## config.mk

```make
export PLATFORM = sky130hd
export DESIGN_NAME = ms_timer
export DESIGN_NICKNAME = d
export VERILOG_FILES = /design/src/hdl/aznable_pkg.sv /design/src/hdl/ms_timer.sv
export SDC_FILE = /design/constraint.sdc
export NUM_CORES = 1
export LEC_CHECK = 0
export ABC_AREA = 1
export BUFFER_PORTS_ARGS = -buffer_cell sky130_fd_sc_hd__buf_2
export CAP_MARGIN = 20
export CORE_UTILIZATION = 50
export CTS_BUF_LIST = sky130_fd_sc_hd__clkbuf_8
export CTS_CLUSTER_SIZE = 28
export DETAILED_ROUTE_END_ITERATION = 8
export PLACE_DENSITY = 0.81
export SLEW_MARGIN = 20
export SYNTH_ARGS = -nofsm -noshare
export SYNTH_HDL_FRONTEND = slang
export SYNTH_SLANG_ARGS = --single-unit
export TNS_END_PERCENT = 1
```

## constraint.sdc

```tcl
create_clock -name clk_24 -period 1.9 [get_ports clk_24]
set_input_delay 0.19 -clock clk_24 [delete_from_list [all_inputs] [get_ports clk_24]]
set_output_delay 0.19 -clock clk_24 [all_outputs]
set_load 0.01 [all_outputs]
```

## src/hdl/aznable_pkg.sv

```systemverilog
package aznable_pkg;

	// widths that carry a meaning on the system bus
	typedef logic [15:0] addr_t;
	typedef logic [7:0] byte_t;
	typedef logic [15:0] timer_t;
	// packed as blue, green, red
	typedef logic [23:0] rgb_t;
	typedef logic [13:0] wkram_addr_t;

	// source of the byte returned on a CPU read
	typedef enum logic [3:0]
	{
		NONE,
		IN0,
		JOYSTICK,
		ANALOG_L,
		ANALOG_R,
		PADDLE,
		SPINNER,
		PS2_KEY,
		PS2_MOUSE,
		TIMESTAMP,
		TIMER,
		MENU,
		WKRAM
	} rd_src_e;

	// memory map, single registers
	localparam addr_t IN0_ADDR = 16'h8000;
	localparam addr_t VIDEO_CTL_ADDR = 16'h8001;
	localparam addr_t PAUSE_ADDR = 16'h8A30;
	localparam addr_t MENU_ADDR = 16'h8A31;

	// memory map, 256 byte input pages (only the high byte is decoded)
	localparam addr_t JOYSTICK_BASE = 16'h8100;
	localparam addr_t ANALOG_L_BASE = 16'h8200;
	localparam addr_t ANALOG_R_BASE = 16'h8300;
	localparam addr_t PADDLE_BASE = 16'h8400;
	localparam addr_t SPINNER_BASE = 16'h8500;
	localparam addr_t PS2_KEY_BASE = 16'h8600;
	localparam addr_t PS2_MOUSE_BASE = 16'h8700;
	localparam addr_t TIMESTAMP_BASE = 16'h8800;
	localparam addr_t TIMER_BASE = 16'h8900;

	// work RAM fills the top 16 KB
	localparam addr_t WKRAM_BASE = 16'hC000;

endpackage
```

## src/hdl/ms_timer.sv

```systemverilog
`timescale 1ns/10ps

module ms_timer #(
	parameter int CYCLES_PER_MS = 24000
) (
	input logic clk_24,
	input logic reset,
	input logic timer_clr,
	output aznable_pkg::timer_t timer
);
	localparam int PRE_W = (CYCLES_PER_MS > 1) ? $clog2(CYCLES_PER_MS) : 1;

	logic [PRE_W-1:0] prescale;

	always_ff @(posedge clk_24)
	begin
		if (reset || timer_clr)
		begin
			prescale <= '0;
			timer <= '0;
		end
		else if (prescale == PRE_W'(CYCLES_PER_MS - 1))
		begin
			prescale <= '0;
			// wraps past 65535 on its own
			timer <= timer + 1'b1;
		end
		else
			prescale <= prescale + 1'b1;
	end

	assert property (@(posedge clk_24) timer_clr |=> timer == '0)
	else $error("ms_timer: count not cleared after bus write");

endmodule

```

After elaboration in Yosys (flattened, before gate mapping)
Index checks and enable logic that the tools add are counted.

storage, ports and cells
  register bits = 31
  bits of input ports = 3
  word-level logic and storage cells = 7

operators by class
  add/subtract/negate cells = 2
  eq/ne operators = 1
  reduce and logical (&&, ||, !) cells = 2

operator list
  cell                                                              number
  16-bit by 1-bit adder with 16-bit output (second input constant)  1
  15-bit by 1-bit adder with 15-bit output (second input constant)  1
  15-bit == test (second input constant)                            1
  2-bit OR reduction                                                1
  1-bit logical OR                                                  1

Logic depth before layout (Yosys ltp)
  word-level depth = 2
  depth in mapped cells = 10
  depth with buffers taken out = 9

Least setup slack after synthesis
No wires, ideal clock.

  path kind = register to register
  start point = register prescale[0]
  end point = register prescale[9]
  library setup time = 0.070 ns
  data arrival time = 1.270 ns
  required time = 1.830 ns
  slack = 0.560 ns
  stages on the path, launching flop included = 10
  buffers on the path = 1
  period minus slack after synthesis = 1.340 ns
  cell sequence = dfxtp_1 -> ha_1 -> nand3_1 -> inv_2 -> nand2_1 -> inv_2 -> nand2_2 -> nand2_2 -> buf_4 -> a21oi_1

between the ends
  longest elaborated chain between the ends = 2

ends and longest elaborated chain
  item                                                                                              RTL line        text
  start: declaration                                                                                ms_timer.sv:13  logic [PRE_W-1:0] prescale;
  start signal: assignment                                                                          ms_timer.sv:29  prescale <= prescale + 1'b1;
  parallel branches: the longest is 2 deep, another holds 15-bit by 1-bit adder with 15-bit output  --

Several ways; the timed one is not identified.
A chain may end at the register's enable or synchronous reset.

Worst setup path after layout
  start point = register prescale[0]
  end point = register prescale[2]

Same word-level chain as after synthesis.

==> flow_summary.ini <==
[sta]
clock-skew-final_ps = 10.9
min_period_ps = 1530
fin_crit_sh_pct = 80.5
drv_slew = 0
hold_violations = 0
tightestPinTransition_ps = 405
tns_ps = 0
slew_headroom_pct = 72.9
setup_violations = 0
fmax_ghz = 0.654
rsz0062_at_grt = no

[worst_hold_path]
hold_class = primary input to flip-flop
hold_depth = 4

[final_layout]
regArea_um2 = 621
nNetsFinal = 283
fin_cells = 323
fillers = 289
layout-drive-gt1-share_pct = 15.8
multiInputGateArea_um2 = 882
final_common_cell = nand2_1
layout_common_cells = nand2_1, nor2_1, dfxtp_1, nand3_1, inv_1
antenna_cells = 0
syn2layout_area_growth_pct = 14.1

[detailed_routing]
drc = 0
final_antenna_net_count = 0
drt-initial-drc-count = 66
wirelength_um = 3290
vias_per_cell = 4.90
via_count = 1584
wl_per_cell_um = 10.2
first_pass_iters = 4

[clock_tree]
postCtsSetupBuffers = 0
cts.sink_count = 31
cts_buffer_depth = 2
cts_buffers = 5
cts_root_buf = clkbuf_8
htree_levels = 2
cts_hold_buf = 0
cts-resized-gates = 0
clkLatencyLatePin_ps = 290
clk_pin_slew_worst_paths_ps = 70
cts_tree = done

[yosys]
ys.flop_type = dfxtp_1
yosys_warnings = 0
synth_seq_cells = 31
ys_types = 22
synth_nets = 260
synth_area_per_cell_um2 = 6.42
synth_enable_flop_cells = 0
seq_area_frac_synth_pct = 37.9
async_flop_share_pct = 0
synthCells = 255
syn-cell-area_um2 = 1640

[worst_setup_path]
cp_max_fo = 13
worstRegToRegCells = 8
required_ps = 2100
arrival_ps = 1730
cp-end-kind = flip-flop
cp-start-kind = flip-flop
critPathKind = flip-flop to flip-flop

[floorplanning]
core_area_um2 = 3080
ios = 19
die-height_um = 59.2
die_x_um = 59.2
rows = 20
start_util_pct = 53.2
dieArea_um2 = 3510

[global_route]
grt_usage_pct = 20.5
antenna_found_initial = 0
grt_pass1_wl_um = 5260
first_global_vias = 1221
grt_max_degree = 19
gr-total-overflow = 0

[flow_run]
drv_cap = 0

[placed_design]
numPortBuffers = 18
hpwlAfterDp_um = 2350
dp.cells = 315
place_congestion = 0.813

[power_and_ir_drop]
p_leak_uw = 0.000723
irDropWorstVdd_mv = 0.411
power-per-cell-area_nw_per_um2 = 670

[run_status]
status = finished clean
[power breakdown]
group	switching [uW]	internal, uW
logic	16.1	7.62
registers	1.39	652
clock network	250	325
[cells in the mapped netlist, types with 3 or more instances]
master   number  area, um^2
nor3_1        3        15.0
a21oi_1      18        90.1
inv_1        20        75.1
nor2_1       46         173
xor2_1        7        61.3
nand3_1      25         125
nand2_1      74         278
nor2_2        4        25.0
nand2_2       3        18.8
dfxtp_1      31         621
inv_2         8        30.0
[critical path, cell delays in order, from the launching register on]
cell	delay [ps]
dfxtp_1	320
ha_1	230
nand3_1	140
inv_2	60
nand2_1	120
inv_2	40
nand2_2	140
nand2_2	200
nor3_1	190
[cell type report]
class | instances | share of cell area (%)
sequential | 31 | 33.2
clock buffer | 7 | 5.16
timing repair buffer | 20 | 5.63
tap | 44 | 2.95
multi-input combinational | 192 | 47.2
clock inverter | 1 | 0.201
inverter | 28 | 5.63
[per-layer routing]
layer	up-vias	track usage, %	routed length (um)
met5	-	0	0
met3	15	7.21	145
li1	845	-	-
met1	686	26.7	1670
met4	0	10.9	118
met2	38	29.5	1360
[per-stage QoR]
| stage | setup WS (ps) | util [%] | hold slack, ps | area [um^2] | total power [uW] |
|---|---|---|---|---|---|
| after floorplan | 560 | - | 403 | 1640 | 685 |
| after global placement | 373 | 57.4 | 431 | 1770 | 692 |
| after detailed placement | 381 | 57.4 | 442 | 1770 | 692 |
| after CTS | 370 | 60.7 | 221 | 1870 | 1260 |
| after global routing | 217 | 60.7 | 250 | 1870 | 1300 |
| final | 371 | 60.7 | 224 | 1870 | 1250 |
[cell families after synthesis]
group | Yosys count | synth area share, %
AOI/OAI and AO/OA | 22 | 6.88
DFF | 31 | 37.9
adders and majority gates | 2 | 1.53
xor gates and xnor gates | 7 | 3.74
buffers and inverters | 32 | 8.25
and+or+nand+nor | 161 | 41.7
[sequential cells by signal (all words and copies together), names as in the netlist]
name,flops
timer,16
prescale,15
[path summary, 6_finish.rpt]
check / slack, ps / startpoint / to
worst max register to register: 370 / prescale[0]$_SDFF_PP0_ / prescale[2]$_SDFF_PP0_
worst min register to register: 450 / prescale[0]$_SDFF_PP0_ / prescale[0]$_SDFF_PP0_
worst min-delay path: 220 / reset / timer[4]$_SDFFE_PP0N_
worst max-delay path: 370 / prescale[0]$_SDFF_PP0_ / prescale[2]$_SDFF_PP0_
Note: power is estimated with default switching activity, not from simulation.
