## src/hdl/aznable_pkg.sv

```systemverilog
package aznable_pkg;

	// widths that carry a meaning on the system bus
	typedef logic [15:0] addr_t;
	typedef logic [7:0] byte_t;
	typedef logic [15:0] timer_t;
	// packed as blue, green, red
	typedef logic [23:0] rgb_t;
	typedef logic [13:0] wkram_addr_t;

	// source of the byte returned on a CPU read
	typedef enum logic [3:0]
	{
		NONE,
		IN0,
		JOYSTICK,
		ANALOG_L,
		ANALOG_R,
		PADDLE,
		SPINNER,
		PS2_KEY,
		PS2_MOUSE,
		TIMESTAMP,
		TIMER,
		MENU,
		WKRAM
	} rd_src_e;

	// memory map, single registers
	localparam addr_t IN0_ADDR = 16'h8000;
	localparam addr_t VIDEO_CTL_ADDR = 16'h8001;
	localparam addr_t PAUSE_ADDR = 16'h8A30;
	localparam addr_t MENU_ADDR = 16'h8A31;

	// memory map, 256 byte input pages (only the high byte is decoded)
	localparam addr_t JOYSTICK_BASE = 16'h8100;
	localparam addr_t ANALOG_L_BASE = 16'h8200;
	localparam addr_t ANALOG_R_BASE = 16'h8300;
	localparam addr_t PADDLE_BASE = 16'h8400;
	localparam addr_t SPINNER_BASE = 16'h8500;
	localparam addr_t PS2_KEY_BASE = 16'h8600;
	localparam addr_t PS2_MOUSE_BASE = 16'h8700;
	localparam addr_t TIMESTAMP_BASE = 16'h8800;
	localparam addr_t TIMER_BASE = 16'h8900;

	// work RAM fills the top 16 KB
	localparam addr_t WKRAM_BASE = 16'hC000;

endpackage
```

## src/hdl/layer_mixer.sv

```systemverilog
`timescale 1ns/10ps

module layer_mixer (
	input logic sprite_high,
	input aznable_pkg::rgb_t charmap_rgb,
	input aznable_pkg::rgb_t sprite_rgb,
	input aznable_pkg::rgb_t tilemap_rgb,
	input logic charmap_a,
	input logic sprite_a,
	input logic tilemap_a,
	input logic sf_on1,
	input logic sf_on2,
	input logic sf_on3,
	input aznable_pkg::byte_t sf_star1,
	input aznable_pkg::byte_t sf_star2,
	input aznable_pkg::byte_t sf_star3,
	output aznable_pkg::byte_t vga_r,
	output aznable_pkg::byte_t vga_g,
	output aznable_pkg::byte_t vga_b
);
	import aznable_pkg::*;

	byte_t star_grey;
	rgb_t star_rgb;
	rgb_t final_rgb;

	// deeper star layers are dimmer
	always_comb
	begin
		if (sf_on1)
			star_grey = sf_star1;
		else if (sf_on2)
			star_grey = {1'b0, sf_star2[6:0]};
		else if (sf_on3)
			star_grey = {2'b0, sf_star3[5:0]};
		else
			star_grey = '0;
	end

	assign star_rgb = {3{star_grey}};

	always_comb
	begin
		if (sprite_high)
			final_rgb = sprite_a ? sprite_rgb :
				charmap_a ? charmap_rgb :
				tilemap_a ? tilemap_rgb : star_rgb;
		else
			final_rgb = charmap_a ? charmap_rgb :
				sprite_a ? sprite_rgb :
				tilemap_a ? tilemap_rgb : star_rgb;
	end

	assign vga_r = final_rgb[7:0];
	assign vga_g = final_rgb[15:8];
	assign vga_b = final_rgb[23:16];

endmodule

```

## config.mk

```make
export PLATFORM = sky130hd
export DESIGN_NAME = layer_mixer
export DESIGN_NICKNAME = d
export VERILOG_FILES = /design/src/hdl/aznable_pkg.sv /design/src/hdl/layer_mixer.sv
export SDC_FILE = /design/constraint.sdc
export NUM_CORES = 1
export LEC_CHECK = 0
export BUFFER_PORTS_ARGS = -buffer_cell sky130_fd_sc_hd__buf_2
export CAP_MARGIN = 10
export CORE_ASPECT_RATIO = 0.75
export CORE_MARGIN = 1.5
export CORE_UTILIZATION = 27
export DETAILED_ROUTE_END_ITERATION = 8
export PLACE_DENSITY = 0.81
export SYNTH_ARGS = -nofsm -noshare
export SYNTH_HDL_FRONTEND = slang
export SYNTH_SLANG_ARGS = --single-unit
```

## constraint.sdc

```tcl
create_clock -name vclk -period 2.3
set_input_delay 0.69 -clock vclk [all_inputs]
set_output_delay 0.69 -clock vclk [all_outputs]
set_load 0.02 [all_outputs]
```

After elaboration in Yosys (flattened, before gate mapping)

Cells that the tools add are included.
Widths: inputs -> output; s select.

Bits in registers: 0
Output and inout port bits: 24
Logic and storage cells: 9

Mux-type cells: 9

Operator list:

| operator | number |
|---|---|
| $mux 24  | 6 |
| $mux 8   | 1 |
| $mux 7   | 1 |
| $mux 6   | 1 |

Longest topological paths before layout

Depth in word-level cells: 7
Gate-level depth with buffers: 5

Worst setup path before layout

Ideal clock, no wire load.

Kind: input to output
Start: input port sf_on2
End: output port vga_b[6]
Arrival time: 1.786 ns
Data required time: 1.610 ns
Slack: -0.176 ns
Stages: 4
Buffers on the path: 1
Cells stage by stage: clkbuf_1 > nand2_1 > o21a_1 > a221oi_1

Word-level cells in the longest chain between the ends: 6
Elaborated cells on any way between the ends: 8

Ends and longest elaborated chain:

| what                       | line                                 | text |
|---|---|---|
| start, declared            | layer_mixer.sv:12                    | `input logic sf_on2,` |
| $mux 7 (*)                 | layer_mixer.sv:32                    | `else if (sf_on2)` |
| $mux 8 (*)                 | layer_mixer.sv:30                    | `if (sf_on1)` |
| $mux 24 (*)                | layer_mixer.sv:47, layer_mixer.sv:51 |  |
| $mux 24 (on tied branches) | layer_mixer.sv:50, layer_mixer.sv:46 |  |
| $mux 24 (on tied branches) | layer_mixer.sv:49, layer_mixer.sv:45 |  |
| $mux 24 (*)                | layer_mixer.sv:44                    | `if (sprite_high)` |
| end, declared              | layer_mixer.sv:19                    | `output aznable_pkg::byte_t vga_b` |

Every way passes the cells marked *; elsewhere a longest branch is shown, timed or not.

Worst setup path after layout

Start: input port tilemap_a
End: output port vga_r[2]

Word-level cells in the longest chain between the ends: 4
Elaborated cells on any way between the ends: 6

Ends and longest elaborated chain:

| what                       | line                                 | text |
|---|---|---|
| start, declared            | layer_mixer.sv:10                    | `input logic tilemap_a,` |
| $mux 24 (*)                | layer_mixer.sv:47, layer_mixer.sv:51 |  |
| $mux 24 (on tied branches) | layer_mixer.sv:50, layer_mixer.sv:46 |  |
| $mux 24 (on tied branches) | layer_mixer.sv:49, layer_mixer.sv:45 |  |
| $mux 24 (*)                | layer_mixer.sv:44                    |  |
| end, declared              | layer_mixer.sv:17                    | `output aznable_pkg::byte_t vga_r,` |

Marked as above.

==> flow_summary.yaml <==
grt:
  grt_usage: 0.261
  grt_overflow: 0
  first_global_vias: 1547
  grt_max_degree: 14
  grt_pass1_wl_um: 6910
  antenna_found_initial: 0
logic_synthesis:
  synth_area_sq_um: 779
  yosysUniqueCellTypes: 24
  avgSynthCellArea_sq_um: 5.41
  synthesis.nets: 247
  syn_inst: 144
  yosysWarnings: 0
  seq_area_frac_synth: 0
sta:
  final_hold_viol_count: 0
  min_period_ps: 2500
  drv_slew: 0
  fmax_mhz: 400
  layout_worst_path_cycle_share: 1.09
  holdWs_ps: 1700
  worst_slack_ps: -199
  slew_headroom: 0.819
  tightest_slew_ps: 272
  rsz0062_at_grt: "true"
  fin_setup_tns_ps: -4050
  setup_viol: 24
pwr:
  power.density_nw_per_um2: 235
  p_leak_uw: 0.00100
  finalPower_uw: 428
  ir_drop_uv: 118
critical_path:
  path_max_fanout: 6
  cp.required_ps: 1610
  crit_path_start_kind: "primary input"
  critical_path_class: "in -> out"
  crit_path_end_kind: "output port"
  worstPathArrival_ps: 1810
outcome:
  outcome: "finished with violations"
  violations: "setup timing"
die:
  die_w_um: 65.0
  initial_core_util: 0.291
  row_count: 16
  die_area_sq_um: 3220
  die_y_um: 49.5
  core_sq_um: 2680
  num_io_pins: 127
drt:
  first_iter_violations: 59
  wl_um: 4330
  vias_per_cell: 5.28
  num_vias: 1662
  wire_per_inst_um: 13.7
  drtPass1Iterations: 4
  drc_errors: 0
  ant_nets: 0
run:
  max_cap_violations: 0
layout:
  antenna_cells: 0
  clock_buffers: 0
  syn2layout_area_growth_pct: 134
  seq_area_sq_um: 0
  final_nets: 384
  seq_cell_count: 0
  drive_above_1_share: 0.566
  utilization: 0.681
clocking:
  hold_buffers: 0
placement:
  gp_congestion: 0.838
  io_buffer_count: 124
  dp.final_hpwl_um: 3250
min_path:
  hold_class: "in -> out"
-- Yosys cell counts --
cell type / number / area (sq um)
a21boi_1: 1 / 7.51
a21oi_1: 7 / 35.0
a221o_1: 6 / 60.1
a221oi_1: 1 / 8.76
a222oi_1: 3 / 30.0
a311oi_1: 1 / 8.76
a32o_1: 1 / 10.0
a32oi_1: 2 / 17.5
and2_1: 1 / 6.26
buf_2: 3 / 15.0
buf_6: 1 / 11.3
clkbuf_1: 10 / 37.5
clkbuf_2: 1 / 5.00
inv_1: 15 / 56.3
nand2_1: 22 / 82.6
nand2b_1: 1 / 6.26
nand3_1: 36 / 180
nand3b_1: 6 / 45.0
nand4_1: 18 / 113
nor2_1: 1 / 3.75
nor2b_1: 1 / 6.26
o21a_1: 1 / 7.51
o21ai_0: 4 / 20.0
or3_1: 1 / 6.26
-- area by class of cell --
cell class,instances,area [sq um]
inverters,15,56.3
multi-input cells,114,717
fillers,257,857
well taps,36,45.0
repair buffers,150,1010
-- where the power goes --
group | switching (uW) | leakage (uW) | internal (uW)
logic | 204 | 0.00100 | 224
registers | 0 | 0 | 0
clock network | 0 | 0 | 0
total | 204 | 0.00100 | 224
-- through the flow --
stage / area (sq um) / worst slack, ps / cells
global placement: 1540 / -296 / 305
floorplan: 832 / -130 / 144
finish: 1830 / -199 / 315
global route: 1830 / -258 / 315
detailed placement: 1540 / -292 / 305
CTS: 1770 / -211 / 313
-- metal layers --
metal | GRT usage | vias up | part of all wire
met3 | 0.0297 | 0 | 0.10
li1 | - | 811 | -
met4 | 0.0174 | 0 | 0
met1 | 0.339 | 766 | 0.42
met5 | 0 | - | 0
met2 | 0.481 | 85 | 0.48
-- placed cells by master (no fill, tap or decap), types with 6 or more instances in the layout --
master,count
buf_2,101
a21oi_1,7
buf_4,30
nand2_1,22
a221o_1,6
buf_6,11
nand3b_1,6
inv_1,15
nand3_1,36
nand4_1,18
-- cell families after synthesis --
kind of cell,Yosys count,share of synthesized area
AO/OA/AOI/OAI,27,0.263
buffers and inverters,30,0.161
AND/OR/NAND/NOR,87,0.576
-- repair_timing --
action	4_1_cts	5_1_grt
pin swaps	6	5
buffers inserted	6	2
resized for setup	36	9
endpoints found under the setup margin	24	24
cloned	2	0
-- path summary, 6_finish.rpt --
kind / slack (ps) / depth (start not counted) / endpoint / startpoint
max: -200 / 5 / vga_r[2] / tilemap_a
min: 1700 / 4 / vga_g[4] / charmap_rgb[12]
-- critical path: stages --
cell	delay, ps
buf_6	90
or3_4	410
a221o_1	360
nand4_1	110
buf_4	140
Note: power is estimated with default switching activity, not from simulation.
