[src/hdl/aznable_pkg.sv]
package aznable_pkg;

	// widths that carry a meaning on the system bus
	typedef logic [15:0] addr_t;
	typedef logic [7:0] byte_t;
	typedef logic [15:0] timer_t;
	// packed as blue, green, red
	typedef logic [23:0] rgb_t;
	typedef logic [13:0] wkram_addr_t;

	// source of the byte returned on a CPU read
	typedef enum logic [3:0]
	{
		NONE,
		IN0,
		JOYSTICK,
		ANALOG_L,
		ANALOG_R,
		PADDLE,
		SPINNER,
		PS2_KEY,
		PS2_MOUSE,
		TIMESTAMP,
		TIMER,
		MENU,
		WKRAM
	} rd_src_e;

	// memory map, single registers
	localparam addr_t IN0_ADDR = 16'h8000;
	localparam addr_t VIDEO_CTL_ADDR = 16'h8001;
	localparam addr_t PAUSE_ADDR = 16'h8A30;
	localparam addr_t MENU_ADDR = 16'h8A31;

	// memory map, 256 byte input pages (only the high byte is decoded)
	localparam addr_t JOYSTICK_BASE = 16'h8100;
	localparam addr_t ANALOG_L_BASE = 16'h8200;
	localparam addr_t ANALOG_R_BASE = 16'h8300;
	localparam addr_t PADDLE_BASE = 16'h8400;
	localparam addr_t SPINNER_BASE = 16'h8500;
	localparam addr_t PS2_KEY_BASE = 16'h8600;
	localparam addr_t PS2_MOUSE_BASE = 16'h8700;
	localparam addr_t TIMESTAMP_BASE = 16'h8800;
	localparam addr_t TIMER_BASE = 16'h8900;

	// work RAM fills the top 16 KB
	localparam addr_t WKRAM_BASE = 16'hC000;

endpackage
[src/hdl/system_control.sv]
`timescale 1ns/10ps

module system_control (
	input logic clk_24,
	input logic reset,
	input aznable_pkg::byte_t cpu_dout,
	input logic video_ctl_wr,
	input logic pause_wr,
	input logic menu_wr,
	input logic pause,
	input logic menu,
	output logic sprite_high,
	output logic pause_system,
	output logic menu_trigger
);
	import aznable_pkg::*;

	byte_t video_ctl;
	logic pause_trigger;

	always_ff @(posedge clk_24)
	begin
		if (reset)
		begin
			video_ctl <= '0;
			pause_trigger <= 1'b0;
			menu_trigger <= 1'b0;
		end
		else
		begin
			if (video_ctl_wr)
				video_ctl <= cpu_dout;
			// pause input releases the trigger even against a write
			if (pause)
				pause_trigger <= 1'b0;
			else if (pause_wr)
				pause_trigger <= 1'b1;
			// the CPU acknowledges the menu by writing it
			if (menu_wr)
				menu_trigger <= 1'b0;
			else if (menu)
				menu_trigger <= 1'b1;
		end
	end

	// sprites above the charmap when set
	assign sprite_high = video_ctl[0];
	assign pause_system = pause || pause_trigger;

	assert property (@(posedge clk_24) disable iff (reset) pause |-> pause_system)
	else $error("system_control: pause input not reflected");

endmodule

[config.mk]
export PLATFORM = sky130hd
export DESIGN_NAME = system_control
export DESIGN_NICKNAME = d
export VERILOG_FILES = /design/src/hdl/aznable_pkg.sv /design/src/hdl/system_control.sv
export SDC_FILE = /design/constraint.sdc
export NUM_CORES = 1
export LEC_CHECK = 0
export BUFFER_PORTS_ARGS = -buffer_cell sky130_fd_sc_hd__buf_2
export CORE_AREA = 4 4 41 43
export DETAILED_ROUTE_END_ITERATION = 6
export DIE_AREA = 0 0 45 47
export REMOVE_ABC_BUFFERS = 1
export SETUP_SLACK_MARGIN = 0.2
export SYNTH_ARGS = -nofsm -noshare
export SYNTH_HDL_FRONTEND = slang
export SYNTH_SLANG_ARGS = --single-unit
[constraint.sdc]
create_clock -name clk_24 -period 0.8 [get_ports clk_24]
set_input_delay 0.16 -clock clk_24 [delete_from_list [all_inputs] [get_ports clk_24]]
set_output_delay 0.16 -clock clk_24 [all_outputs]
set_load 0.005 [all_outputs]
# Word level (Yosys, flattened, before mapping)
# Index checks and enable logic that the tools add are counted.
# classes
reduce_logical	3
# op_table
op	n
$reduce_or 2->1	2
$logic_or 1x1->1	1
# word_totals
register_bits	3
input_bits	15
out_inout_bits	3
elab_cells	6

# Longest topological paths before layout
# Gate-level depths: netlist (run 1).
# logic_depth
depth_word	1
ltp_mapped	2
depth_no_buf	2

# Worst setup path after synthesis (run 1)
# No wires, ideal clock.
# synth_timing
path_type	register to output
from	register pause_trigger
to	output port pause_system
arrival_ns	0.508
t_required_ns	0.640
setup_slack_ns	0.132
stages_incl_launch_ff	2
path_buffers	0
path_cell_list	dfxtp_1 > or2_1
# synth_via
elab_chain_len	1
# synth_rtl
item	line	source
start: declaration	system_control.sv:19	logic pause_trigger;
start signal: assignment	system_control.sv:26	pause_trigger <= 1'b0;
start signal: assignment	system_control.sv:35	pause_trigger <= 1'b0;
start signal: assignment	system_control.sv:37	pause_trigger <= 1'b1;
$logic_or 1x1->1	system_control.sv:48	assign pause_system = pause || pause_trigger;
end: declaration	system_control.sv:13	output logic pause_system,
# No other way between the ends.

# Worst setup path in the final report (run 1)
# Ends and elaborated chain as after synthesis.

==> results of run 1 <==
[synthesized netlist by cell type]
cell type  number
dfxtp_1         3
nor2_1          3
nor3_1          2
mux2i_1         1
or2_1           1
[kinds of logic after synthesis]
family,Yosys count,share of synthesized area (%)
flops,3,61.5
mux,1,10.3
simple gates,6,28.2
[per-layer routing]
metal	share of wire, %	track usage [%]
met1	39	2.49
met2	40	3.95
met3	20	4.98
met4	0	3.51
met5	0	0
[repair_timing]
action,in CTS,in global routing
gates resized for setup,3,2
hold endpoints to repair,0,0
pin swaps,1,0
endpoints found under the setup margin,3,5
[cell usage in the layout, fill, tap and decap left out, drive strengths merged]
cell	count
buf	10
clkbuf	4
dfxtp	3
mux2i	1
nor2	3
nor3	2
or2	1
[registers in the layout, indices dropped and copies added, names as in the netlist]
name           cells
menu_trigger       1
video_ctl          1
pause_trigger      1
[area by class of cell]
class                      instances  share of cell area, %
sequential                         3                   31.3
tap                               15                   9.20
multi-input combinational          7                   22.1
timing repair buffer              10                   24.5
clock buffer                       4                   12.9
[metrics by stage]
stage,worst slack [ps],area (um^2),util [%]
2_1_floorplan,132,97.6,-
6_report,-204,204,15.7
3_5_place_dp,22.3,166,12.8
3_3_place_gp,22.4,166,12.8
5_1_grt,-237,204,15.7
4_1_cts,-221,196,15.1
[path summary, 6_finish.rpt]
kind	cells after the start	start	to	slack [ps]
max reg2reg	2	video_ctl[0]	video_ctl[0]	200
max	2	pause_trigger	pause_system	-200
min reg2reg	2	video_ctl[0]	video_ctl[0]	480
min	2	menu_wr	menu_trigger	80
[power groups by stage]
stage	combinational (uW)	clock, uW	sequential [uW]
detailed placement	41.5	0	164
global placement	40.6	0	164
finish	43.8	262	163
CTS	41.6	280	163
floorplan	12.2	0	164
global route	48.7	297	164
==> qor.csv, run 1 <==
metric;value;unit
outcome;finished with violations;
violations;setup timing;
setup_tns;-233;ps
gr-total-overflow;0;
synthCells;10;
port_buffers;10;
drive_gt1_share;75.0;%
rows;13;
die-area;2120;um^2
fin_crit;1000;ps
yosysWarnings;0;
crit_buf_inv;1;
fmax;0.996;GHz
cts-buffers-inserted;3;
syn_avg_cell_area;9.76;um^2
crit_chain;or2_1, buf_2;
worst-endpoint-arrival;840;ps
cts_buffer_depth;2;
slowest_stage;dfxtp_2;
wl_per_cell;7.23;um
fin_nets;40;
initial_core_util;7.50;%
wirelength;282;um
area_growth_syn_to_layout;109;%
hold_violations;0;
synthTopCellsByArea;dfxtp_1 62%, nor2_1 12%, mux2i_1 10%;
cpLargestDelayFamily;flip-flops;
dr.pass1.iters;1;
synth-seq-cells;3;
die_w;45;um
finalCritPeriodShare;126;%
p_int;373;uW
setup_ws;-204;ps
slowest_delay;310;ps
clock_sinks;3;
clkPwrFrac;55.8;%
grt.total_usage;3.47;%
multiInputGateArea;45.0;um^2
synth_top_area_share;61.5;%
post-synth-top-area-cell;dfxtp_1;
skew;0;ps
total_power;469;uW
worstSkewPairLatency;230;ps
cts_tree;done;
postCtsSetupBuffers;0;
critPathLaunchType;flip-flop;
gp_congestion;0.515;
vias;116;
h-tree-depth;1;
setup_viol;3;
ys_types;5;
cts_root_buf;clkbuf_4;
rsz0062_at_grt;yes;
cp_max_fo;2;
io_pins;18;
crit_required;640;ps
dp.cells;35;
p_leak;0.000100;uW
grt_pass1_vias;116;
antenna_found_initial;0;
grt_max_degree;4;
cp-end-kind;output pin;
p_seq_share;34.8;%
path_clk_slew;40;ps
drv_slew;0;
pwr-share-comb;9.3;%
seq_area_frac_synth;61.5;%
n_antenna_cell;0;
hp-class;in2reg;
final_cell_count_no_fill;39;
core_area;1300;um^2
power_density;2300;nW/um^2
netlist_area;97.6;um^2
postRouteAntennaNets;0;
grt_pass1_wl;420;um
die_h;47;um
p_sw;96.5;uW
p_sw_share;20.6;%
regArea;63.8;um^2
slew_headroom;90.6;%
drc;0;
tightest_slew;137;ps
avgViaCountPerCell;2.97;
critical_path_class;reg2out;
nFillCells;155;
cts-hold-fix-buffers;0;
cap_viol_max_count;0;
drtIter0Drc;0;
holdWs;83.7;ps
peakVddDrop;0.560;mV
Note: power is estimated with default switching activity, not from simulation.
==> inputs of run 2 (changes only) <==
==> constraint.sdc (replaced) <==
create_clock -name clk_24 -period 0.9 [get_ports clk_24]
set_input_delay 0.18 -clock clk_24 [delete_from_list [all_inputs] [get_ports clk_24]]
set_output_delay 0.18 -clock clk_24 [all_outputs]
set_load 0.005 [all_outputs]
==> run 2 against run 1 <==
The flow still finishes with violations (setup timing). Via count is the same. Total power down 12%. Clock power fell by 11%. Critical endpoint unchanged. Critical path depth stayed put. Non-clock buffer count stayed put. Global-route usage is the same. Setup slack better by 80 ps.
==> qor.csv, run 2 (synthesized netlist as in run 1, its figures left out) <==
metric;value;unit
outcome;finished with violations;
violations;setup timing;
drive_gt1_share;66.7;%
cap_viol_max_count;0;
peakVddDrop;0.495;mV
p_leak;0.0000990;uW
core_area;1300;um^2
wirelength;279;um
die_h;47;um
skew;0;ps
slew_headroom;90.6;%
fin_area;196;um^2
grt_pass1_wl;420;um
fmax;0.976;GHz
crit_required;720;ps
mostFrequentLayoutCell;buf_2;
tightest_slew;137;ps
gp_congestion;0.515;
critical_path_class;reg2out;
worstSkewPairLatency;230;ps
cp-end-kind;output pin;
cts_buffer_depth;2;
vias;116;
wl_per_cell;7.15;um
cts_root_buf;clkbuf_4;
power_density;2110;nW/um^2
dr.pass1.iters;1;
rsz0062_at_grt;yes;
fin_util;15.1;%
hold_violations;0;
initial_core_util;7.50;%
area_growth_syn_to_layout;101;%
cts-buffers-inserted;3;
setup_viol;1;
grt.total_usage;3.47;%
h-tree-depth;1;
grt_max_degree;4;
clock_sinks;3;
critPathLaunchType;flip-flop;
n_antenna_cell;0;
total_power;414;uW
grt_pass1_vias;116;
reg.largest.list;menu_trigger (1), pause_trigger (1), video_ctl (1);
drc;0;
finalCritPeriodShare;114;%
drv_slew;0;
place_area;166;um^2
worst-endpoint-arrival;840;ps
port_buffers;10;
drtIter0Drc;0;
die-area;2120;um^2
gr-total-overflow;0;
path_clk_slew;40;ps
postRouteAntennaNets;0;
fin_crit;1020;ps
cts_tree;done;
final_cell_mix;10 x buf_2, 3 x nor2_1, 3 x clkbuf_4, 3 x dfxtp_2, 2 x nor3_1;
holdWs;97.0;ps
cts-hold-fix-buffers;0;
postCtsSetupBuffers;0;
rows;13;
hp-class;in2reg;
cp_max_fo;2;
die_w;45;um
setup_ws;-125;ps
io_pins;18;
fin_nets;40;
avgViaCountPerCell;2.97;
antenna_found_initial;0;
-- run 2: metal layers --
metal | global-route usage [%] | wire length [um] | up-vias
li1 | - | - | 62
met1 | 2.49 | 109 | 46
met2 | 3.95 | 112 | 8
met3 | 4.98 | 57 | 0
met4 | 3.51 | 0 | 0
met5 | 0 | 0 | -
-- run 2: layout make-up --
type | instances | area [um^2]
flip-flops and latches | 3 | 63.8
clock buffers | 4 | 26.3
repair buffers | 10 | 50.0
well taps | 15 | 18.8
fillers | 157 | 1100
multi-input cells | 7 | 37.5
-- run 2: worst paths after layout --
| path | startpoint | end | slack, ps | cells after the start |
|---|---|---|---|---|
| worst max-delay path | pause_trigger | pause_system | -120 | 2 |
| worst min-delay path | menu_wr | menu_trigger | 100 | 2 |
| worst max register to register | video_ctl[0] | video_ctl[0] | 300 | 2 |
| worst min register to register | video_ctl[0] | video_ctl[0] | 480 | 2 |
-- run 2: metrics by stage --
step | TNS [ps] | cells | worst slack, ps
finish | -125 | 39 | -125
global route | -157 | 39 | -157
CTS | -141 | 39 | -141
detailed placement | 0 | 35 | 102
global placement | 0 | 35 | 102
floorplan | 0 | 10 | 212
-- run 2: worst max-delay path: stages (launching register included) --
cell and delay [ps]:
dfxtp_2 310, or2_1 190, buf_2 120
-- run 2: power breakdown --
| group | switching (uW) | internal, uW | total (uW) |
|---|---|---|---|
| Clock | 67.4 | 166 | 233 |
| Sequential | 2.88 | 142 | 145 |
| Combinational | 14.0 | 22.1 | 36.1 |
-- run 2: repair_timing --
item	in CTS	in global routing
gates cloned	0	0
endpoints found under the setup margin	3	3
pin swaps	1	0
resized for setup	3	0
