[src/hdl/aznable_pkg.sv]
package aznable_pkg;

	// widths that carry a meaning on the system bus
	typedef logic [15:0] addr_t;
	typedef logic [7:0] byte_t;
	typedef logic [15:0] timer_t;
	// packed as blue, green, red
	typedef logic [23:0] rgb_t;
	typedef logic [13:0] wkram_addr_t;

	// source of the byte returned on a CPU read
	typedef enum logic [3:0]
	{
		NONE,
		IN0,
		JOYSTICK,
		ANALOG_L,
		ANALOG_R,
		PADDLE,
		SPINNER,
		PS2_KEY,
		PS2_MOUSE,
		TIMESTAMP,
		TIMER,
		MENU,
		WKRAM
	} rd_src_e;

	// memory map, single registers
	localparam addr_t IN0_ADDR = 16'h8000;
	localparam addr_t VIDEO_CTL_ADDR = 16'h8001;
	localparam addr_t PAUSE_ADDR = 16'h8A30;
	localparam addr_t MENU_ADDR = 16'h8A31;

	// memory map, 256 byte input pages (only the high byte is decoded)
	localparam addr_t JOYSTICK_BASE = 16'h8100;
	localparam addr_t ANALOG_L_BASE = 16'h8200;
	localparam addr_t ANALOG_R_BASE = 16'h8300;
	localparam addr_t PADDLE_BASE = 16'h8400;
	localparam addr_t SPINNER_BASE = 16'h8500;
	localparam addr_t PS2_KEY_BASE = 16'h8600;
	localparam addr_t PS2_MOUSE_BASE = 16'h8700;
	localparam addr_t TIMESTAMP_BASE = 16'h8800;
	localparam addr_t TIMER_BASE = 16'h8900;

	// work RAM fills the top 16 KB
	localparam addr_t WKRAM_BASE = 16'hC000;

endpackage
[src/hdl/bus_decoder.sv]
`timescale 1ns/10ps

module bus_decoder (
	input aznable_pkg::addr_t cpu_addr,
	input logic cpu_wr_n,
	output aznable_pkg::rd_src_e rd_src,
	output logic timer_clr,
	output logic video_ctl_wr,
	output logic pause_wr,
	output logic menu_wr,
	output logic wkram_wr
);
	import aznable_pkg::*;

	logic [7:0] page;
	logic wr;
	logic wkram_cs;

	assign page = cpu_addr[15:8];
	assign wr = !cpu_wr_n;
	assign wkram_cs = cpu_addr[15:14] == WKRAM_BASE[15:14];

	// readback source, exact registers first, then the input pages
	always_comb
	begin
		rd_src = NONE;
		if (cpu_addr == IN0_ADDR)
			rd_src = IN0;
		else if (cpu_addr == MENU_ADDR)
			rd_src = MENU;
		else if (wkram_cs)
			rd_src = WKRAM;
		else
		begin
			case (page)
				JOYSTICK_BASE[15:8]: rd_src = JOYSTICK;
				ANALOG_L_BASE[15:8]: rd_src = ANALOG_L;
				ANALOG_R_BASE[15:8]: rd_src = ANALOG_R;
				PADDLE_BASE[15:8]: rd_src = PADDLE;
				SPINNER_BASE[15:8]: rd_src = SPINNER;
				PS2_KEY_BASE[15:8]: rd_src = PS2_KEY;
				PS2_MOUSE_BASE[15:8]: rd_src = PS2_MOUSE;
				TIMESTAMP_BASE[15:8]: rd_src = TIMESTAMP;
				TIMER_BASE[15:8]: rd_src = TIMER;
				default: rd_src = NONE;
			endcase
		end
	end

	// any write into the timer page clears the count
	assign timer_clr = wr && page == TIMER_BASE[15:8];
	assign video_ctl_wr = wr && cpu_addr == VIDEO_CTL_ADDR;
	assign pause_wr = wr && cpu_addr == PAUSE_ADDR;
	assign menu_wr = wr && cpu_addr == MENU_ADDR;
	assign wkram_wr = wr && wkram_cs;

	// no address may hit two write targets
	always_comb
	begin
		assert #0 ($onehot0({timer_clr, video_ctl_wr, pause_wr, menu_wr, wkram_wr}))
		else $error("bus_decoder: overlapping write selects at %h", cpu_addr);
	end

endmodule

[config.mk]
export PLATFORM = sky130hd
export DESIGN_NAME = bus_decoder
export DESIGN_NICKNAME = d
export VERILOG_FILES = /design/src/hdl/aznable_pkg.sv /design/src/hdl/bus_decoder.sv
export SDC_FILE = /design/constraint.sdc
export NUM_CORES = 1
export LEC_CHECK = 0
export BUFFER_PORTS_ARGS = -buffer_cell sky130_fd_sc_hd__buf_2
export CELL_PAD_IN_SITES_DETAIL_PLACEMENT = 0
export CELL_PAD_IN_SITES_GLOBAL_PLACEMENT = 1
export CORE_AREA = 2 2 39 41
export DETAILED_ROUTE_END_ITERATION = 8
export DIE_AREA = 0 0 41 43
export PLACE_DENSITY = 0.82
export SLEW_MARGIN = 20
export SYNTH_ARGS = -nofsm -noshare
export SYNTH_HDL_FRONTEND = slang
export SYNTH_SLANG_ARGS = --single-unit
export TNS_END_PERCENT = 5
[constraint.sdc]
create_clock -name vclk -period 2.35
set_clock_uncertainty 0.2 [all_clocks]
set_input_delay 0.3525 -clock vclk [all_inputs]
set_output_delay 0.3525 -clock vclk [all_outputs]
set_load 0.005 [all_outputs]
# --- Yosys cells after proc, flatten, opt, wreduce, memory -nomap -nowiden ---
# Index checks and enable logic that the tools add are counted.
totals:
  reg_bits: 0
  out_inout_bits: 9
  inputBits: 17
classes:
  reduce_logical: 6
  muxes: 4
  n_eq_ne: 14
ops:
  columns: ["operator", "n"]
  rows:
  - ["$eq A8 B8 Y1 const B", 9]
  - ["$eq A16 B16 Y1 const B", 4]
  - ["$pmux W4 S9", 1]
  - ["$mux W4", 3]
  - ["$logic_and A1 B1 Y1", 5]
  - ["$eq A2 B2 Y1 const B", 1]
  - ["$logic_not A1 Y1", 1]

# --- Longest topological paths before layout ---
# Gate-level depths: netlist of the first run.
logic_depth:
  depth_word: 5
  ltp_mapped: 4
  depth_no_buf: 3

# --- Least setup slack after synthesis of the first run ---
# No wires, ideal clock.
synth_path:
  path_kind: "input -> output"
  start: "input port cpu_addr[13]"
  end: "output port rd_src[0]"
  required_ns: 1.798
  n_path_buf: 0
  arrival_ns: 1.497
  path_stages: 3
  path_slack_ns: 0.301
  cell_sequence: "or4b_4 or4b_1 o211ai_2"
synth_between:
  elab_chain_cells: 5
  elab_cells_between_ends: 15
  cone_classes: "eq/ne (11); mux (4)"
synth_rtl:
  columns: ["element", "line", "rtl"]
  rows:
  - ["from (decl)", "bus_decoder.sv:4", "input aznable_pkg::addr_t cpu_addr,"]
  - ["$eq A8 B8 Y1", "bus_decoder.sv:35", "case (page)"]
  - ["$pmux W4 S9", "bus_decoder.sv:35", null]
  - ["$mux W4", "bus_decoder.sv:31", "else if (wkram_cs)"]
  - ["$mux W4", "bus_decoder.sv:29", "else if (cpu_addr == MENU_ADDR)"]
  - ["$mux W4 (*)", "bus_decoder.sv:27", "if (cpu_addr == IN0_ADDR)"]
  - ["to (decl)", "bus_decoder.sv:6", "output aznable_pkg::rd_src_e rd_src,"]
# Mark *: on every way between the ends. The rest lies on a longest branch, timed or not.

# --- Final worst setup path of the first run ---
# Same ends and word-level chain as after synthesis.

==> flow_metrics.py, run 1 <==
metrics = {
    "layout": {
        "antenna_cells": 0,
        "areaGrowthSynthToFinish_pct": 64.4,
        "seq_area_sq_um": 0,
        "n_clock_buffer": 0,
        "drive_above_1_share_pct": 50.0,
        "nets": 85,
        "design.seq.count": 0,
        "stdcell_count": 82,
    },
    "place": {
        "gp_congestion": 0.680,
        "portBuffers": 26,
        "dp_cells": 82,
        "hpwlAfterDp_um": 720,
        "dp_slack_ns": 0.0714,
    },
    "global_route": {
        "grt_max_degree": 10,
        "grt_pass1_vias": 307,
        "grt-ovfl-total": 0,
        "antenna_found_initial": 0,
        "grt_pass1_wl_um": 1260,
        "grtUsageTotal_pct": 9.29,
    },
    "synthesis": {
        "synthCells": 39,
        "synth_top_area_share_pct": 9.62,
        "synthMostInstantiatedCell": "nand2_1",
        "syn-num-nets": 56,
        "synth.distinct_cells": 24,
        "syn_avg_cell_area_sq_um": 6.67,
        "synth_area_leader_cell": "nor4_1",
        "syn_area_sq_um": 260,
        "synth_common_cells": "nand2_1, nor4_1, nor2_1, nor3_1",
        "yosys_warnings": 0,
        "synth_area_leaders": "nor4_1, or4b_1, nand2_1, nor4b_1, nor3_1",
        "ys_seq_area_share_pct": 0,
    },
    "worst_setup_path": {
        "cp-start-kind": "input pin",
        "crit_type": "input pin to output port",
        "crit_required_ns": 1.80,
        "arrival_ns": 1.72,
        "cp_max_fo": 2,
        "startpoint": "cpu_addr[13]",
        "crit_path_end_kind": "output port",
    },
    "min_path": {
        "holdCritStartpoint": "cpu_wr_n",
        "min_path_type": "input pin to output port",
    },
    "die": {
        "initial_core_util_pct": 18.8,
        "die_x_um": 41,
        "die_area_sq_mm": 0.00176,
        "die_h_um": 43,
        "core_sq_mm": 0.00138,
        "pin_count": 26,
        "num_rows": 14,
    },
    "clocking": {
        "cts_resized": 0,
        "cts_hold_buf": 0,
        "cts_setup_buffers": 0,
    },
    "detailed_routing": {
        "top_layer": "met3",
        "routed-via-count": 398,
        "wl_met1_um": 368,
        "viasPerCell": 4.85,
        "drt_iter0_markers": 2,
        "wl_met3_um": 49,
        "wl_per_cell_um": 9.87,
        "drt_wl_total_um": 809,
        "wl_met2_um": 391,
        "dr.pass1.iters": 4,
        "drc": 0,
        "ant_nets": 0,
    },
    "power_and_ir_drop": {
        "power.leakage_nw": 0.194,
        "p_sw_share_pct": 48.4,
        "peakVddDrop_mv": 0.0316,
        "p_total_mw": 0.0465,
        "p_int_mw": 0.0240,
        "power_frac_comb_pct": 100.0,
        "power_frac_clock_pct": 0,
        "switchingPower_mw": 0.0225,
        "power_density_mw_per_mm2": 109,
        "seq_power_share_pct": 0,
    },
    "timing": {
        "timing.final.ws_setup_ns": 0.0745,
        "worst_pin_slew_ns": 0.393,
        "clock.fmax_mhz": 439,
        "min_period_ns": 2.28,
        "finalSetupViolations": 0,
        "rsz0062_at_grt": "no",
        "slew_headroom_pct": 73.5,
        "drv_slew": 0,
        "hold_ws_ns": 0.791,
        "finalSetupTns_ns": 0,
        "timing.final.crit_share_pct": 96.8,
        "finalHoldViolCount": 0,
    },
    "job": {
        "drv_cap": 0,
    },
    "outcome": {
        "status": "completed",
    },
}
[worst paths after layout]
check | cells past startpoint | end | slack, ns
min | 3 | wkram_wr | 0.79
max | 5 | rd_src[0] | 0.07
[layer usage]
| metal | global-route usage [%] | up-vias |
|---|---|---|
| li1 | - | 214 |
| met5 | 0 | - |
| met2 | 16.3 | 11 |
| met4 | 0 | 0 |
| met1 | 12.7 | 173 |
| met3 | 0.524 | 0 |
[layout by cell type (no fill, tap or decap), drive strengths merged]
master	netlist	layout
buf	1	30
nand2	5	5
nor4	4	4
nor3	3	3
nor2	3	3
or4b	3	3
nor4b	2	2
o21ai	2	2
o211ai	2	2
or4	1	1
nand3	1	1
or3	1	1
nand4	1	1
xor2	1	1
o31ai	1	1
or2	1	1
a21boi	1	1
mux2i	1	1
o32ai	1	1
nor3b	1	1
and4b	1	1
[per-stage QoR]
| stage | utilization (%) | instance area [sq um] |
|---|---|---|
| 6_report | 30.9 | 428 |
| 4_1_cts | 30.9 | 428 |
| 3_3_place_gp | 30.9 | 428 |
| 3_5_place_dp | 30.9 | 428 |
| 2_1_floorplan | - | 260 |
| 5_1_grt | 30.9 | 428 |
[kinds of logic after synthesis]
family | count (synthesis) | synth area share [%]
simple gates | 27 | 67.3
compound gates | 7 | 20.7
buf+inv | 3 | 4.81
xor+xnor | 1 | 3.37
mux | 1 | 3.85
[power by group through the flow]
stage	clock network, mW	logic (mW)	registers, mW
after floorplan	0	0.0205	0
after global placement	0	0.0461	0
after detailed placement	0	0.0467	0
after CTS	0	0.0468	0
after global routing	0	0.0521	0
final	0	0.0465	0
[critical path: stages]
cell and delay (ns):
buf_2 0.10, or4b_4 0.53, or4b_1 0.53, o211ai_2 0.08, buf_2 0.13
[area by class of cell]
| cell class | count | area, sq um |
|---|---|---|
| Multi-Input combinational cell | 36 | 248 |
| Tap cell | 16 | 20.0 |
| Timing Repair Buffer | 30 | 160 |
| Fill cell | 166 | 956 |
No activity file was read; power rests on OpenSTA's default activity.
==> run 2, diff against run 1 <==
Settings changed: REMOVE_ABC_BUFFERS set to 1.
==> flow_metrics.py, run 2 (synthesis gave the netlist of run 1 again) <==
metrics = {
    "detailed_routing": {
        "drt_iter0_markers": 3,
        "dr.pass1.iters": 2,
        "wl_per_cell_um": 10.2,
        "ant_nets": 0,
        "viasPerCell": 5.00,
        "drc": 0,
        "routed-via-count": 405,
        "drt_wl_total_um": 830,
    },
    "worst_setup_path": {
        "arrival_ns": 1.74,
        "cp_max_fo": 2,
        "cp-start-kind": "input pin",
        "crit_type": "input pin to output port",
        "startpoint": "cpu_addr[13]",
        "crit_path_end_kind": "output port",
        "crit_required_ns": 1.80,
    },
    "min_path": {
        "holdCritStartpoint": "cpu_wr_n",
        "min_path_type": "input pin to output port",
    },
    "place": {
        "gp_congestion": 0.681,
        "hpwlAfterDp_um": 747,
        "portBuffers": 26,
    },
    "timing": {
        "finalSetupTns_ns": 0,
        "slew_headroom_pct": 72.7,
        "rsz0062_at_grt": "no",
        "hold_ws_ns": 0.798,
        "finalHoldViolCount": 0,
        "clock.fmax_mhz": 437,
        "timing.final.crit_share_pct": 97.4,
        "worst_pin_slew_ns": 0.404,
        "drv_slew": 0,
        "min_period_ns": 2.29,
        "finalSetupViolations": 0,
    },
    "layout": {
        "antenna_cells": 0,
        "final_common_cell": "buf_2",
        "drive_above_1_share_pct": 50.8,
        "final_cell_mix": "buf_2, nand2_1, nor4_1",
        "seq_area_sq_um": 0,
        "final_core_util_pct": 30.7,
        "nets": 84,
        "design.seq.count": 0,
        "areaGrowthSynthToFinish_pct": 63.5,
        "n_clock_buffer": 0,
    },
    "die": {
        "die_h_um": 43,
        "die_x_um": 41,
        "pin_count": 26,
        "die_area_sq_mm": 0.00176,
        "initial_core_util_pct": 18.8,
        "core_sq_mm": 0.00138,
        "num_rows": 14,
    },
    "global_route": {
        "grt-ovfl-total": 0,
        "grt_pass1_wl_um": 1340,
        "antenna_found_initial": 0,
        "grt_max_degree": 10,
        "grtUsageTotal_pct": 9.89,
        "use_met1_pct": 13.0,
        "grt_pass1_vias": 347,
        "met3_usage_pct": 0,
        "met2_usage_pct": 18.1,
        "top_usage_layer": "met2",
    },
    "outcome": {
        "status": "completed",
    },
    "power_and_ir_drop": {
        "peakVddDrop_mv": 0.0391,
        "power_density_mw_per_mm2": 107,
        "power.leakage_nw": 0.189,
    },
    "clocking": {
        "cts_setup_buffers": 0,
    },
    "job": {
        "drv_cap": 0,
    },
}
[run 2: cell count changes in the layout (fill, tap and decap cells not counted)]
cell and change:
buf_4 -1, nor3_1 -1, nor3_2 +1
[run 2: worst paths after layout]
kind | endpoint | slack [ns] | cells past startpoint
hold / removal | menu_wr | 0.80 | 3
setup / recovery | rd_src[0] | 0.06 | 5
[run 2: timing repair]
| action | in CTS | in global routing |
|---|---|---|
| hold buffers | 0 | 0 |
| endpoints found under the setup margin | 0 | 1 |
| gates resized for setup | 0 | 1 |
[run 2: cell type report]
type | instances | area (sq um)
Fill cell | 158 | 958
Multi-Input combinational cell | 36 | 253
Tap cell | 16 | 20.0
Timing Repair Buffer | 29 | 153
[run 2: report_power, final]
part / switching, mW / internal [mW] / leakage [nW]
Combinational: 0.0227 / 0.0229 / 0.189
Clock: 0 / 0 / 0
Sequential: 0 / 0 / 0
Total: 0.0227 / 0.0229 / 0.189
[run 2: metrics by stage]
stage	cells	total power, mW	setup slack [ns]	area (sq um)
after floorplan	36	0.0151	0.301	248
final	81	0.0456	0.0603	425
after global placement	81	0.0445	0.0768	420
after CTS	81	0.0456	0.0503	420
after global routing	81	0.0511	0.0179	425
after detailed placement	81	0.0455	0.0497	420
[run 2: metal layers]
metal | wire length (um) | up-vias
li1 | - | 211
met1 | 360 | 182
met2 | 419 | 12
met3 | 50 | 0
met4 | 0 | 0
met5 | 0 | -
[run 2: worst max-delay path, cell delays in order]
cell      delay, ns
buf_2          0.10
or4b_4         0.53
or4b_1         0.53
o211ai_2       0.09
buf_2          0.13
